==> config.mk <==
export PLATFORM = sky130hd
export DESIGN_NAME = execControl
export DESIGN_NICKNAME = d
export VERILOG_FILES = /design/src/logic/execPkg.sv /design/src/logic/execControl.sv
export SDC_FILE = /design/constraint.sdc
export NUM_CORES = 1
export LEC_CHECK = 0
export BUFFER_PORTS_ARGS = -buffer_cell sky130_fd_sc_hd__buf_2
export CAP_MARGIN = 25
export CORE_AREA = 2 2 192 194
export CTS_CLUSTER_SIZE = 30
export DETAILED_ROUTE_END_ITERATION = 10
export DIE_AREA = 0 0 194 196
export PLACE_DENSITY_LB_ADDON = 0.15
export SLEW_MARGIN = 20
export SYNTH_ARGS = -nofsm -noshare
export SYNTH_HDL_FRONTEND = slang
export SYNTH_SLANG_ARGS = --single-unit
==> constraint.sdc <==
create_clock -name Clock -period 2.35 [get_ports Clock]
set_clock_uncertainty 0.1 [all_clocks]
set_input_delay 0.47 -clock Clock [delete_from_list [all_inputs] [get_ports Clock]]
set_output_delay 0.47 -clock Clock [all_outputs]
set_load 0.01 [all_outputs]
==> src/logic/execPkg.sv <==
// Execute stage shared definitions.
// Function codes for the SPECIAL and SPECIAL2 groups, the decoded function
// field, internal ALU and HI/LO operation codes, and the control and flag
// structs passed between the stage blocks.

`default_nettype none

package execPkg;

    // ------------------------------
    // Function field encodings
    // ------------------------------
    typedef enum logic [5:0] {
        SLL   = 6'h00, SRL   = 6'h02, SRA   = 6'h03,
        SLLV  = 6'h04, SRLV  = 6'h06, SRAV  = 6'h07,
        JR    = 6'h08, JALR  = 6'h09,
        MFHI  = 6'h10, MTHI  = 6'h11, MFLO  = 6'h12, MTLO  = 6'h13,
        MULT  = 6'h18, MULTU = 6'h19,
        ADD   = 6'h20, ADDU  = 6'h21, SUB   = 6'h22, SUBU  = 6'h23,
        AND   = 6'h24, OR    = 6'h25, XOR   = 6'h26, NOR   = 6'h27,
        SLT   = 6'h2A, SLTU  = 6'h2B
    } specialFunc;

    typedef enum logic [5:0] {
        MADD  = 6'h00, MADDU = 6'h01, MUL   = 6'h02,
        MSUB  = 6'h04, MSUBU = 6'h05,
        CLZ   = 6'h20, CLO   = 6'h21
    } special2Func;

    // Same six bits, read per opcode group.
    typedef union packed {
        specialFunc  special;  // When ALUOp is set.
        special2Func special2; // When MULOp is set.
    } funcField;

    // ------------------------------
    // Internal operation codes
    // ------------------------------
    typedef enum logic [3:0] {
        aluAdd, aluAddUnsigned, aluSub, aluSubUnsigned,
        aluAnd, aluOr, aluXor, aluNor,
        aluSetLess, aluSetLessUnsigned,
        aluShiftLeft, aluShiftRightLogical, aluShiftRightArith,
        aluCountZeros, aluCountOnes
    } aluOp;

    // mulWrite loads HI:LO from the two operands as given.
    typedef enum logic [2:0] {
        mulNone, mulMult, mulMultUnsigned,
        mulMadd, mulMaddUnsigned, mulMsub, mulMsubUnsigned,
        mulWrite
    } mulOp;

    // ------------------------------
    // Control and status words
    // ------------------------------
    typedef struct packed {
        logic regWrite;
        logic memRead;
        logic memToReg;
    } memCtrl;

    typedef struct packed {
        logic carry;
        logic zero;
        logic overflow;
        logic negative;
    } flags;

endpackage

`default_nettype wire

==> src/logic/execControl.sv <==
// Execute stage control.
// Decodes the function field per opcode group, steers operands to the ALU
// and multiply units, picks the result source, and holds the
// execute/memory pipeline register.

`timescale 1ns/10ps
`default_nettype none

module execControl
    import execPkg::*;
(
    input  wire logic         Clock,
    input  wire logic         reset,
    input  wire logic         ALUOp,
    input  wire logic         MULOp,
    input  wire logic         Jump,
    input  wire logic         Branch,
    input  wire logic         ALUSrc,
    input  wire logic [31:0]  pc,
    input  wire logic [31:0]  a,
    input  wire logic [31:0]  b,
    input  wire logic [31:0]  immediate,
    input  wire logic [4:0]   shamt,
    input  wire funcField     func,
    input  wire memCtrl       memIn,
    output aluOp              aluOperation,
    output logic      [31:0]  aluA,
    output logic      [31:0]  aluB,
    output logic      [4:0]   shiftAmount,
    input  wire logic [31:0]  aluResult,
    input  wire flags         aluFlags,
    output mulOp              mulOperation,
    output logic      [31:0]  mulA,
    output logic      [31:0]  mulB,
    input  wire logic [31:0]  hi,
    input  wire logic [31:0]  lo,
    input  wire logic [31:0]  product,
    input  wire flags         mulFlags,
    output logic      [31:0]  result,
    output flags              flagsOut,
    output memCtrl            memOut,
    output logic      [31:0]  pcOut
);

    logic [31:0] operandB;
    logic [31:0] linkAddress;
    logic        useAlu;
    logic        useMul;
    logic [31:0] nextResult;
    flags        nextFlags;
    memCtrl      nextMem;

    assign operandB    = ALUSrc ? immediate : b;
    assign linkAddress = pc + 32'd8; // Past the delay slot.

    assign aluA = a;
    assign aluB = operandB;

    // ------------------------------
    // Decode
    // ------------------------------
    always_comb
    begin
        aluOperation = aluAdd;
        shiftAmount  = shamt;
        mulOperation = mulNone;
        mulA         = a;
        mulB         = operandB;
        useAlu       = 1'b0;
        useMul       = 1'b0; // Take multiply flags.
        nextResult   = '0;
        nextMem      = memIn;

        if (ALUOp)
        begin
            useAlu = 1'b1;
            case (func.special)
                SLL:  aluOperation = aluShiftLeft;
                SRL:  aluOperation = aluShiftRightLogical;
                SRA:  aluOperation = aluShiftRightArith;
                SLLV, SRLV, SRAV:
                begin
                    shiftAmount  = a[4:0]; // Variable shifts use rs.
                    aluOperation = (func.special == SLLV) ? aluShiftLeft :
                                   (func.special == SRLV) ? aluShiftRightLogical :
                                                            aluShiftRightArith;
                end
                ADD:  aluOperation = aluAdd;
                ADDU: aluOperation = aluAddUnsigned;
                SUB:  aluOperation = aluSub;
                SUBU: aluOperation = aluSubUnsigned;
                AND:  aluOperation = aluAnd;
                OR:   aluOperation = aluOr;
                XOR:  aluOperation = aluXor;
                NOR:  aluOperation = aluNor;
                SLT:  aluOperation = aluSetLess;
                SLTU: aluOperation = aluSetLessUnsigned;
                default:
                begin
                    useAlu = 1'b0;
                    // HI/LO writers leave the register file alone.
                    if (func.special inside {MULT, MULTU, MTHI, MTLO})
                    begin
                        useMul           = 1'b1;
                        nextMem.regWrite = 1'b0;
                    end
                    case (func.special)
                        MULT:  mulOperation = mulMult;
                        MULTU: mulOperation = mulMultUnsigned;
                        MTHI:
                        begin
                            mulOperation = mulWrite;
                            mulA         = a;
                            mulB         = lo;
                        end
                        MTLO:
                        begin
                            mulOperation = mulWrite;
                            mulA         = hi;
                            mulB         = a;
                        end
                        MFHI:     nextResult = hi;
                        MFLO:     nextResult = lo;
                        JR, JALR: nextResult = linkAddress;
                        default:  nextResult = '0;
                    endcase
                end
            endcase
        end
        else if (MULOp)
        begin
            useMul = 1'b1;
            case (func.special2)
                MUL:   nextResult = product; // Low word, no HI/LO write.
                MADD:  mulOperation = mulMadd;
                MADDU: mulOperation = mulMaddUnsigned;
                MSUB:  mulOperation = mulMsub;
                MSUBU: mulOperation = mulMsubUnsigned;
                CLZ, CLO:
                begin
                    useMul       = 1'b0;
                    useAlu       = 1'b1;
                    aluOperation = (func.special2 == CLZ) ? aluCountZeros : aluCountOnes;
                end
                default: useMul = 1'b0;
            endcase
            if (mulOperation != mulNone)
                nextMem.regWrite = 1'b0;
        end
        else if (Branch)
        begin
            aluOperation = aluSub; // Z set means equal.
            useAlu       = 1'b1;
        end

        if (useAlu)
            nextResult = aluResult;

        if (Jump)
        begin
            nextResult       = linkAddress;
            nextMem.regWrite = 1'b1;
        end
    end

    // Flags follow the unit that produced the result.
    assign nextFlags = Jump   ? '0       :
                       useAlu ? aluFlags :
                       useMul ? mulFlags : '0;

    // ------------------------------
    // Execute/memory register
    // ------------------------------
    always_ff @(posedge Clock)
    begin
        if (reset)
        begin
            result   <= '0;
            flagsOut <= '0;
            memOut   <= '0;
            pcOut    <= '0;
        end
        else
        begin
            result   <= nextResult;
            flagsOut <= nextFlags;
            memOut   <= nextMem;
            pcOut    <= pc;
        end
    end

endmodule

`default_nettype wire

## Yosys cells after proc, flatten, opt, wreduce, memory -nomap -nowiden

Cells that the tools add are included.

| storage, ports and cells | value |
|---|---|
| register bits after elaboration | 71 |
| input port bits | 285 |
| word-level logic and storage cells | 94 |

| operators by class | value |
|---|---|
| add/subtract/negate cells | 1 |
| eq/ne operators | 25 |
| multiplexer cells | 49 |
| reduce and logical (&&, ||, !) cells | 10 |

Operator list:

| cell | number |
|---|---|
| 32-bit 2-to-1 mux | 12 |
| 32-bit one-hot mux with 3 select lines | 1 |
| 32-bit one-hot mux with 2 select lines | 1 |
| 6-bit equality test, second input constant | 10 |
| 4-bit one-hot mux with 13 select lines | 1 |
| 6-bit by 5-bit equality test with 1-bit output, second input constant | 6 |
| 32-bit by 4-bit adder with 32-bit output, second input constant | 1 |
| 6-bit by 3-bit equality test with 1-bit output, second input constant | 4 |
| 3-bit 2-to-1 mux | 7 |
| 4-bit 2-to-1 mux | 5 |
| 1-bit 2-to-1 mux | 16 |
| 16-bit OR reduction | 1 |
| 6-bit by 2-bit equality test with 1-bit output, second input constant | 2 |
| 6-bit by 4-bit equality test with 1-bit output, second input constant | 2 |
| 3-bit one-hot mux with 4 select lines | 1 |
| 5-bit 2-to-1 mux | 2 |
| 3-bit one-hot mux with 3 select lines | 1 |
| 2-bit OR reduction | 4 |
| 6-bit by 1-bit equality test with 1-bit output, second input constant | 1 |
| 6-bit zero test | 1 |
| 5-bit OR reduction | 1 |
| 2-bit 2-to-1 mux | 2 |
| 4-bit nonzero test | 1 |
| 3-bit nonzero test | 1 |
| 3-bit OR reduction | 1 |

## Longest topological paths before layout

Gate-level depths: netlist of the first run.

| logic depth | value |
|---|---|
| depth after elaboration | 9 |
| mapped depth | 9 |

## Worst setup path before layout of the first run

No wires, ideal clock.

| timing path | value |
|---|---|
| path kind | input to output |
| from | input port func[1] in the netlist's numbering |
| to | output port mulB[28] |
| data arrival time | 1950 ps |
| required time | 1780 ps |
| slack | -170 ps |
| cell stages on the path | 5 |
| buffers on the path | 3 |
| cell sequence | buf_2 > buf_1 > clkbuf_1 > mux2_2 > mux2_2 |

| between the ends | value |
|---|---|
| cells in the longest elaborated chain, start to end | 4 |
| elaborated cells between the ends (all ways) | 22 |

Ends and longest elaborated chain:

| element | line | text |
|---|---|---|
| start: declaration | execControl.sv:24 | `input wire funcField func,` |
| 6-bit by 3-bit equality test with 1-bit output, or another cell as far along | execControl.sv:77 | `case (func.special)` |
| 16-bit OR reduction (no line) or 32-bit one-hot mux with 2 select lines (tied branches) | - |  |
| 32-bit 2-to-1 mux * | execControl.sv:77 |  |
| 32-bit 2-to-1 mux * | execControl.sv:74 | `if (ALUOp)` |
| end: declaration | execControl.sv:34 | `output logic [31:0] mulB,` |

Mark *: on every way between the ends. The rest lies on a longest branch, timed or not.

## Final worst setup path of the first run

| timing path | value |
|---|---|
| from | input port func[5] in the netlist's numbering |
| to | output port mulA[18] |

| between the ends | value |
|---|---|
| cells in the longest elaborated chain, start to end | 4 |
| elaborated cells between the ends (all ways) | 21 |

Ends and longest elaborated chain:

| element | line | text |
|---|---|---|
| 6-bit by 3-bit equality test with 1-bit output, or another cell as far along | execControl.sv:77 |  |
| 16-bit OR reduction (no line) or 32-bit 2-to-1 mux (tied branches) | - |  |
| 32-bit 2-to-1 mux * | execControl.sv:77 |  |
| 32-bit 2-to-1 mux * | execControl.sv:74 |  |
| end: declaration | execControl.sv:33 | `output logic [31:0] mulA,` |

Marks and branches as above.

==> results of run 1 <==
cells in the final DEF (no fill, tap or decap), types with 21 or more instances in the layout:
master    instances
buf_2           459
mux2_2          112
buf_4           107
dfxtp_1          71
nor2_1           41
nand2_1          38
nor2b_1          35
buf_6            33
a22oi_1          22
mux2_4           21
a221oi_1         21
critical path, stage by stage:
cell       delay, ns
buf_8           0.11
nor2b_4         0.13
o2bb2ai_4       0.14
nand4_1         0.13
buf_4           0.18
buf_6           0.13
buf_12          0.14
mux2_4          0.30
buf_6           0.12
repair_timing:
action,in CTS,in global routing
setup buffers,8,9
setup endpoints to repair,74,78
gates cloned,2,1
pin swaps,2,8
gates resized for setup,68,60
power by group through the flow:
| stage | clock network, W | logic, W | registers [W] |
|---|---|---|---|
| after floorplan | 0 | 0.000623 | 0.00136 |
| after global placement | 0 | 0.00152 | 0.00132 |
| after detailed placement | 0 | 0.00151 | 0.00132 |
| after CTS | 0.00161 | 0.00157 | 0.00129 |
| after global routing | 0.00164 | 0.00173 | 0.00130 |
| final | 0.00155 | 0.00161 | 0.00129 |
metrics by stage:
step                utilization [%]  total power [W]
finish                         29.0          0.00445
global route                   29.0          0.00467
CTS                            28.2          0.00448
detailed placement             26.2          0.00283
global placement               26.2          0.00284
floorplan                         -          0.00198
routing by layer:
| layer | global-route usage (%) | up-vias |
|---|---|---|
| li1 | - | 3596 |
| met1 | 23.8 | 3576 |
| met2 | 34.9 | 327 |
| met3 | 3.27 | 56 |
| met4 | 6.31 | 6 |
| met5 | 0 | - |
worst paths after layout:
check             slack [ns]  depth (start not counted)                   end
hold / removal          0.23                          2  memOut[1]$_SDFF_PP0_
setup / recovery       -0.09                          9              mulA[18]
flip-flops by register name (all words and copies together) (netlist names):
name      flops
pcOut        32
result       32
flagsOut      4
memOut        3
synthesized netlist by cell type (4+ instances only):
cell type	count	area, um^2
buf_2	15	75.1
a2bb2oi_1	7	61.3
nand4_1	9	56.3
a21oi_1	13	65.1
a22oi_1	22	165
a211oi_1	5	37.5
nor3_1	10	50.1
o21ai_0	19	95.1
a221oi_1	22	193
nand2_1	41	154
o211ai_1	4	30.0
mux2_2	133	1500
nor2_1	46	173
nand3_1	15	75.1
inv_1	6	22.5
buf_6	4	45.0
o211a_1	4	40.0
xnor2_1	19	166
buf_1	5	18.8
xor2_1	8	70.1
dfxtp_1	71	1420
clkbuf_1	23	86.3
a22o_1	10	87.6
o22ai_1	13	81.3
buf_4	35	263
a31oi_1	6	37.5
a222oi_1	9	90.1
nand2b_1	4	25.0
nor2b_1	36	225
layout make-up:
type,instances,area [um^2]
diodes,3,7.51
clock buffers,11,243
clock inverters,5,81.3
fillers,3989,25600
inverters,7,26.3
multi-input cells,510,4260
flip-flops and latches,71,1420
well taps,468,586
repair buffers,618,3830
cells by family after synthesis:
group / after synthesis / share of synthesized area [%]
AOI/OAI and AO/OA: 159 / 20.5
xor gates and xnor gates: 27 / 3.98
adders and majority gates: 1 / 0.210
buffers and inverters: 89 / 8.65
DFF: 71 / 23.9
muxes: 133 / 25.2
and+or+nand+nor: 190 / 17.6
==> metrics, run 1 <==
core area 36100 um^2; Residual DRC 0; Final nets 1503; Die Y-Extent 196 um; CTS Root Cell clkbuf_16; critical hold path startpoint memIn[1]; relative max-transition margin 59.9%; setup ws final -0.0852 ns; dpl cells 1656; worst path required time 1.78 ns; MaxCap Viol Count 0; Comb pwr share 36.2%; Final period util 104%; Final Hold Viols 0; top sig layer met5; cell count after synthesis 670; crit end category primary output; Psw 0.00142 W; Max FO, Critical Path 5; CTS tree built; Antenna Violating Nets Remaining 0; CTS sink count 71; failing checks setup timing; I/O Pins 496; Worst Hold Class in -> reg; final slew viol count 0; Met2 Wirelength 19600 um; row cnt 70; power per cell area 426 nW/um^2; clk buf depth 2; Critical Path Source Type input pin; Synth cell types 68; status complete, but fails checks; Synth Flop Type dfxtp_1; first drt pass iteration count 7; min Tclk post-route 2.44 ns; #FFs+latches synth 71; Die Area 38000 um^2; number of flops mapped to enable cells by yosys 0; Int Power 0.00303 W; Worst Setup SP func[5]; wl on met1 16100 um; Num CTS Buffers 9; Finished Layout Cells 1693; # H-tree levels 3; quantity of hold-fixing buffers added after cts 0; DP Wirelength 33100 um; Vias 7561; unrepaired setup endpoints after global routing yes; fmax 411 MHz; register area share after synthesis 23.9%; All-Layer GR Usage 19.6%; Syn Area/Cell 8.88 um^2; Pleak 4.98 nW; dpl ws -0.386 ns; Clk pwr share 34.8%; buffers added on ports 495; Total Wirelength 39100 um; share of cells above drive strength 1 66.1%; Fin Hold WS 0.233 ns; Worst-path clk slew 0.06 ns; Least-Margin Pin Slew 0.599 ns; GPL Wtd Cong 0.858; DIE WIDTH 194 um; CP Data Arrival Time 1.87 ns; Net Sw Frac 31.9%; vias in the first global route 7701; Initial Utilization 16.5%; WS Path Type in -> out; largest net degree at the start of global routing 38; Setup TNS -1.53 ns; Placement Cell Area 9450 um^2; final setup vio count 32; initial antenna violation count 7; vias per inst 4.47; fin area 10500 um^2; peak supply drop 0.339 mV; first-pass GRT wire length 54000 um; WL met3 2170 um; Reg power frac 29.0%; Mapped Area 5950 um^2; Ys Warns 0; syn nets 956; Wirelength per Cell 23.1 um; grt total ovfl 0; DRT iter0 DRCs 350; area delta synth->final 75.7%; ys async rst share 0%
Note: power is estimated with default switching activity, not from simulation.
==> run 2: changes to the inputs <==
--- a/config.mk
+++ b/config.mk
@@ -7,12 +7,11 @@
 export LEC_CHECK = 0
 export BUFFER_PORTS_ARGS = -buffer_cell sky130_fd_sc_hd__buf_2
 export CAP_MARGIN = 25
-export CORE_AREA = 2 2 192 194
+export CORE_AREA = 2 2 195 197
 export CTS_CLUSTER_SIZE = 30
 export DETAILED_ROUTE_END_ITERATION = 10
-export DIE_AREA = 0 0 194 196
+export DIE_AREA = 0 0 197 199
 export PLACE_DENSITY_LB_ADDON = 0.15
-export SLEW_MARGIN = 20
 export SYNTH_ARGS = -nofsm -noshare
 export SYNTH_HDL_FRONTEND = slang
 export SYNTH_SLANG_ARGS = --single-unit
==> run 2 against run 1 <==
The run still ends with setup timing left. Non-clock buffer count is 4 higher. Global-route usage is 0.73 points lower. Via count hardly changed. Largest power group unchanged.
==> metrics, run 2 (synthesis results as in run 1) <==
power per cell area 397 nW/um^2; final setup vio count 43; DRT iter0 DRCs 305; Slowest cell on crit path mux2_2; area delta synth->final 76.4%; cell mode on critical path buf_6; Critical Path Source Type input pin; vias per inst 4.44; Antenna Violating Nets Remaining 0; Num CTS Buffers 9; first drt pass iteration count 5; most frequent cells in the layout buf_2 (444), mux2_2 (121), buf_4 (105); Largest regs pcOut: 32 flops, result: 32 flops, flagsOut: 4 flops; share of cells above drive strength 1 65.2%; post-route core utilization 28.2%; DIE WIDTH 197 um; peak supply drop 0.202 mV; Final period util 101%; relative max-transition margin 61.7%; clk buf depth 2; MaxCap Viol Count 0; row cnt 71; met3 track demand over resource 2.75%; Max FO, Critical Path 4; largest net degree at the start of global routing 37; Residual DRC 0; Finished Layout Cells 1701; failing checks setup timing; Crit path max-delay family buffers and inverters; met1 Usage GRT 23.0%; core area 37100 um^2; Top Usage Layer GRT met2; Least-Margin Pin Slew 0.574 ns; # H-tree levels 3; Initial Utilization 16.0%; crit path buf inv count 5; min Tclk post-route 2.38 ns; Vias 7560; crit end category primary output; commonest non-fill, non-tap cell in the layout buf_2; initial antenna violation count 6; vias in the first global route 7731; Worst Hold Class in -> reg; Largest stage delay, worst path 0.33 ns; buffers added on ports 495; I/O Pins 496; grt total ovfl 0; unrepaired setup endpoints after global routing yes; setup ws final -0.0307 ns; All-Layer GR Usage 18.8%; first-pass GRT wire length 53000 um; met2 Usage GRT 34.3%; dpl cells 1673; Pleak 4.95 nW; crit path cell chain buf_8 -> nand2b_4 -> o2bb2ai_4 -> buf_6 -> nand3_4 -> buf_12 -> clkbuf_16 -> mux2_2 -> buf_6; Wirelength per Cell 22.7 um; CTS sink count 71; Final Hold Viols 0; final slew viol count 0; worst path required time 1.78 ns; WS Path Type in -> out; Total Wirelength 38700 um; Worst-path clk slew 0.05 ns; CTS Root Cell clkbuf_16; CTS tree built; Die Area 39200 um^2; Die Y-Extent 199 um; GPL Wtd Cong 0.840; status complete, but fails checks; DP Wirelength 32500 um; fmax 420 MHz; CP Data Arrival Time 1.81 ns; Final nets 1507
run 2: cell count changes in the layout (fill, tap and decap cells not counted), moves of 4 or more:
cell	before	now
o21ai_1	5	1
buf_6	33	52
buf_2	459	444
mux2_2	112	121
mux2_4	21	12
o21ai_0	14	18
run 2: stage by stage:
stage          power [W]  setup slack, ns  cell area (um^2)  TNS, ns  hold WS (ns)
2_1_floorplan    0.00198          0.00891              5960        0         0.481
3_3_place_gp     0.00284           -0.234              9580   -11.32         0.583
3_5_place_dp     0.00283           -0.197              9580   -10.66         0.586
4_1_cts          0.00423          -0.0605             10400    -1.15         0.217
5_1_grt          0.00439          -0.0949             10500    -3.52         0.259
6_report         0.00416          -0.0307             10500   -0.779         0.236
run 2: power breakdown:
part	internal, W	leakage [nW]	switching (W)
logic	0.000812	4.24	0.000802
clock network	0.000695	0.127	0.000557
registers	0.00128	0.589	0.0000178
run 2: timing repair:
action / in CTS / in global routing
setup endpoints to repair: 71 / 65
cloned: 4 / 1
buffers inserted: 7 / 2
gates resized for setup: 89 / 27
pin swaps: 3 / 1
hold buffers: 0 / 0
run 2: worst paths after layout:
check | from | to | depth (start not counted)
setup / recovery | func[4] | mulB[17] | 9
hold / removal | memIn[0] | memOut[0]$_SDFF_PP0_ | 2
run 2: metal layers:
metal  vias to the layer above  share of wire, %
li1                       3607                 -
met1                      3612                42
met2                       304                51
met3                        37               4.7
met4                         0               2.1
met5                         -                 0
run 2: layout make-up:
class	count	area [um^2]
antenna	3	7.51
clock buffer	9	225
multi-input combinational	510	4170
tap	474	593
timing repair buffer	622	4020
fill	4132	26600
inverter	7	26.3
clock inverter	5	27.5
sequential	71	1420
==> run 3: changes to the inputs <==
--- a/config.mk
+++ b/config.mk
@@ -12,6 +12,7 @@
 export DETAILED_ROUTE_END_ITERATION = 10
 export DIE_AREA = 0 0 197 199
 export PLACE_DENSITY_LB_ADDON = 0.15
+export SETUP_SLACK_MARGIN = 0.1
 export SYNTH_ARGS = -nofsm -noshare
 export SYNTH_HDL_FRONTEND = slang
 export SYNTH_SLANG_ARGS = --single-unit
==> run 3 against run 2 <==
The run still ends with setup timing left. Via count increased by 3.2%. Sequential share of layout area decreased by 0.98 points. Wire length increased by 5.6%. Core utilization increased by 2.2 points. Critical endpoint is now shiftAmount[3]. Largest power group unchanged. Highest routed layer is now met5.
==> metrics, run 3 (synthesis results as in run 1) <==
Antenna Violating Nets Remaining 0; share of cells above drive strength 1 68.6%; buffers added on ports 495; power per cell area 398 nW/um^2; fmax 416 MHz; Least-Margin Pin Slew 0.633 ns; Critical Path Source Type input pin; Worst Hold Class in -> reg; worst path required time 1.78 ns; vias per inst 4.52; cell mode on critical path buf_6; Fill cells 4106; peak supply drop 0.239 mV; CTS sink count 71; Die Area 39200 um^2; DP Wirelength 33100 um; first drt pass iteration count 5; # H-tree levels 3; core area 37100 um^2; Vias 7800; Num CTS Buffers 9; WS Path Type in -> out; largest net degree at the start of global routing 33; crit end category primary output; Wirelength per Cell 23.7 um; MaxCap Viol Count 0; setup ws final -0.0510 ns; Final nets 1528; min Tclk post-route 2.40 ns; Final Hold Viols 0; Finished Layout Cells 1727; I/O Pins 496; crit path buf inv count 4; clk buf depth 2; All-Layer GR Usage 19.2%; Residual DRC 0; final slew viol count 0; vias in the first global route 7847; area delta synth->final 90.2%; DIE WIDTH 197 um; crit path cell chain buf_12 -> buf_6 -> or4_4 -> buf_8 -> mux2_4 -> buf_6; Max FO, Critical Path 7; post-route core utilization 30.5%; final setup vio count 17; GPL Wtd Cong 0.831; dpl ws -0.248 ns; Fin Hold WS 0.229 ns; Slowest cell on crit path or4_4; DRT iter0 DRCs 325; most frequent cells in the layout buf_2 (421), buf_4 (108), mux2_2 (91); commonest non-fill, non-tap cell in the layout buf_2; CTS Root Cell clkbuf_16; relative max-transition margin 57.8%; Largest regs pcOut: 32 flops, result: 32 flops, flagsOut: 4 flops; dpl cells 1674; Initial Utilization 16.0%; first-pass GRT wire length 54000 um; CP Data Arrival Time 1.83 ns; CTS tree built; Final period util 102%; Total Wirelength 40900 um; quantity of hold-fixing buffers added after cts 0; row cnt 71; unrepaired setup endpoints after global routing yes; status complete, but fails checks; grt total ovfl 0; Pleak 5.39 nW; Worst-path clk slew 0.06 ns; Largest stage delay, worst path 0.53 ns; failing checks setup timing; initial antenna violation count 9; Die Y-Extent 199 um; Crit path max-delay family simple AND/OR/NAND/NOR gates; Power, Total 0.00450 W
run 3: through the flow:
step | setup TNS [ns] | instance area, um^2
after floorplan | 0 | 6010
after global placement | -9.47 | 9630
after CTS | -1.23 | 10700
after detailed placement | -11.85 | 9630
after global routing | -1.51 | 11300
final | -0.245 | 11300
run 3: what timing repair did:
action	in CTS	in global routing
buffers inserted	13	10
setup endpoints to repair	76	97
resized for setup	127	95
gates cloned	3	6
pin swaps	6	25
run 3: area by class of cell:
class	instances	area, um^2	area share [%]
antenna	6	15.0	0.133
clock buffer	10	229	2.02
clock inverter	6	67.6	0.597
inverter	7	28.8	0.254
multi-input combinational	511	4490	39.7
sequential	71	1420	12.6
tap	474	593	5.24
timing repair buffer	642	4470	39.5
run 3: routing by layer:
layer	share of wire [%]	up-vias	GRT usage [%]
met3	4.9	39	3.09
li1	-	3659	-
met4	1.7	4	5.24
met5	0.073	-	0
met2	52	312	34.5
met1	42	3786	23.6
run 3: final timing paths:
kind / start / end / slack, ns / depth (start not counted)
worst min-delay path: memIn[1] / memOut[1]$_SDFF_PP0_ / 0.23 / 2
worst max-delay path: func[5] / shiftAmount[3] / -0.05 / 6
run 3: report_power, final:
group          internal, W  leakage [nW]  switching (W)
sequential         0.00128         0.589      0.0000177
combinational     0.000910          4.66       0.000859
clock             0.000829         0.140       0.000610
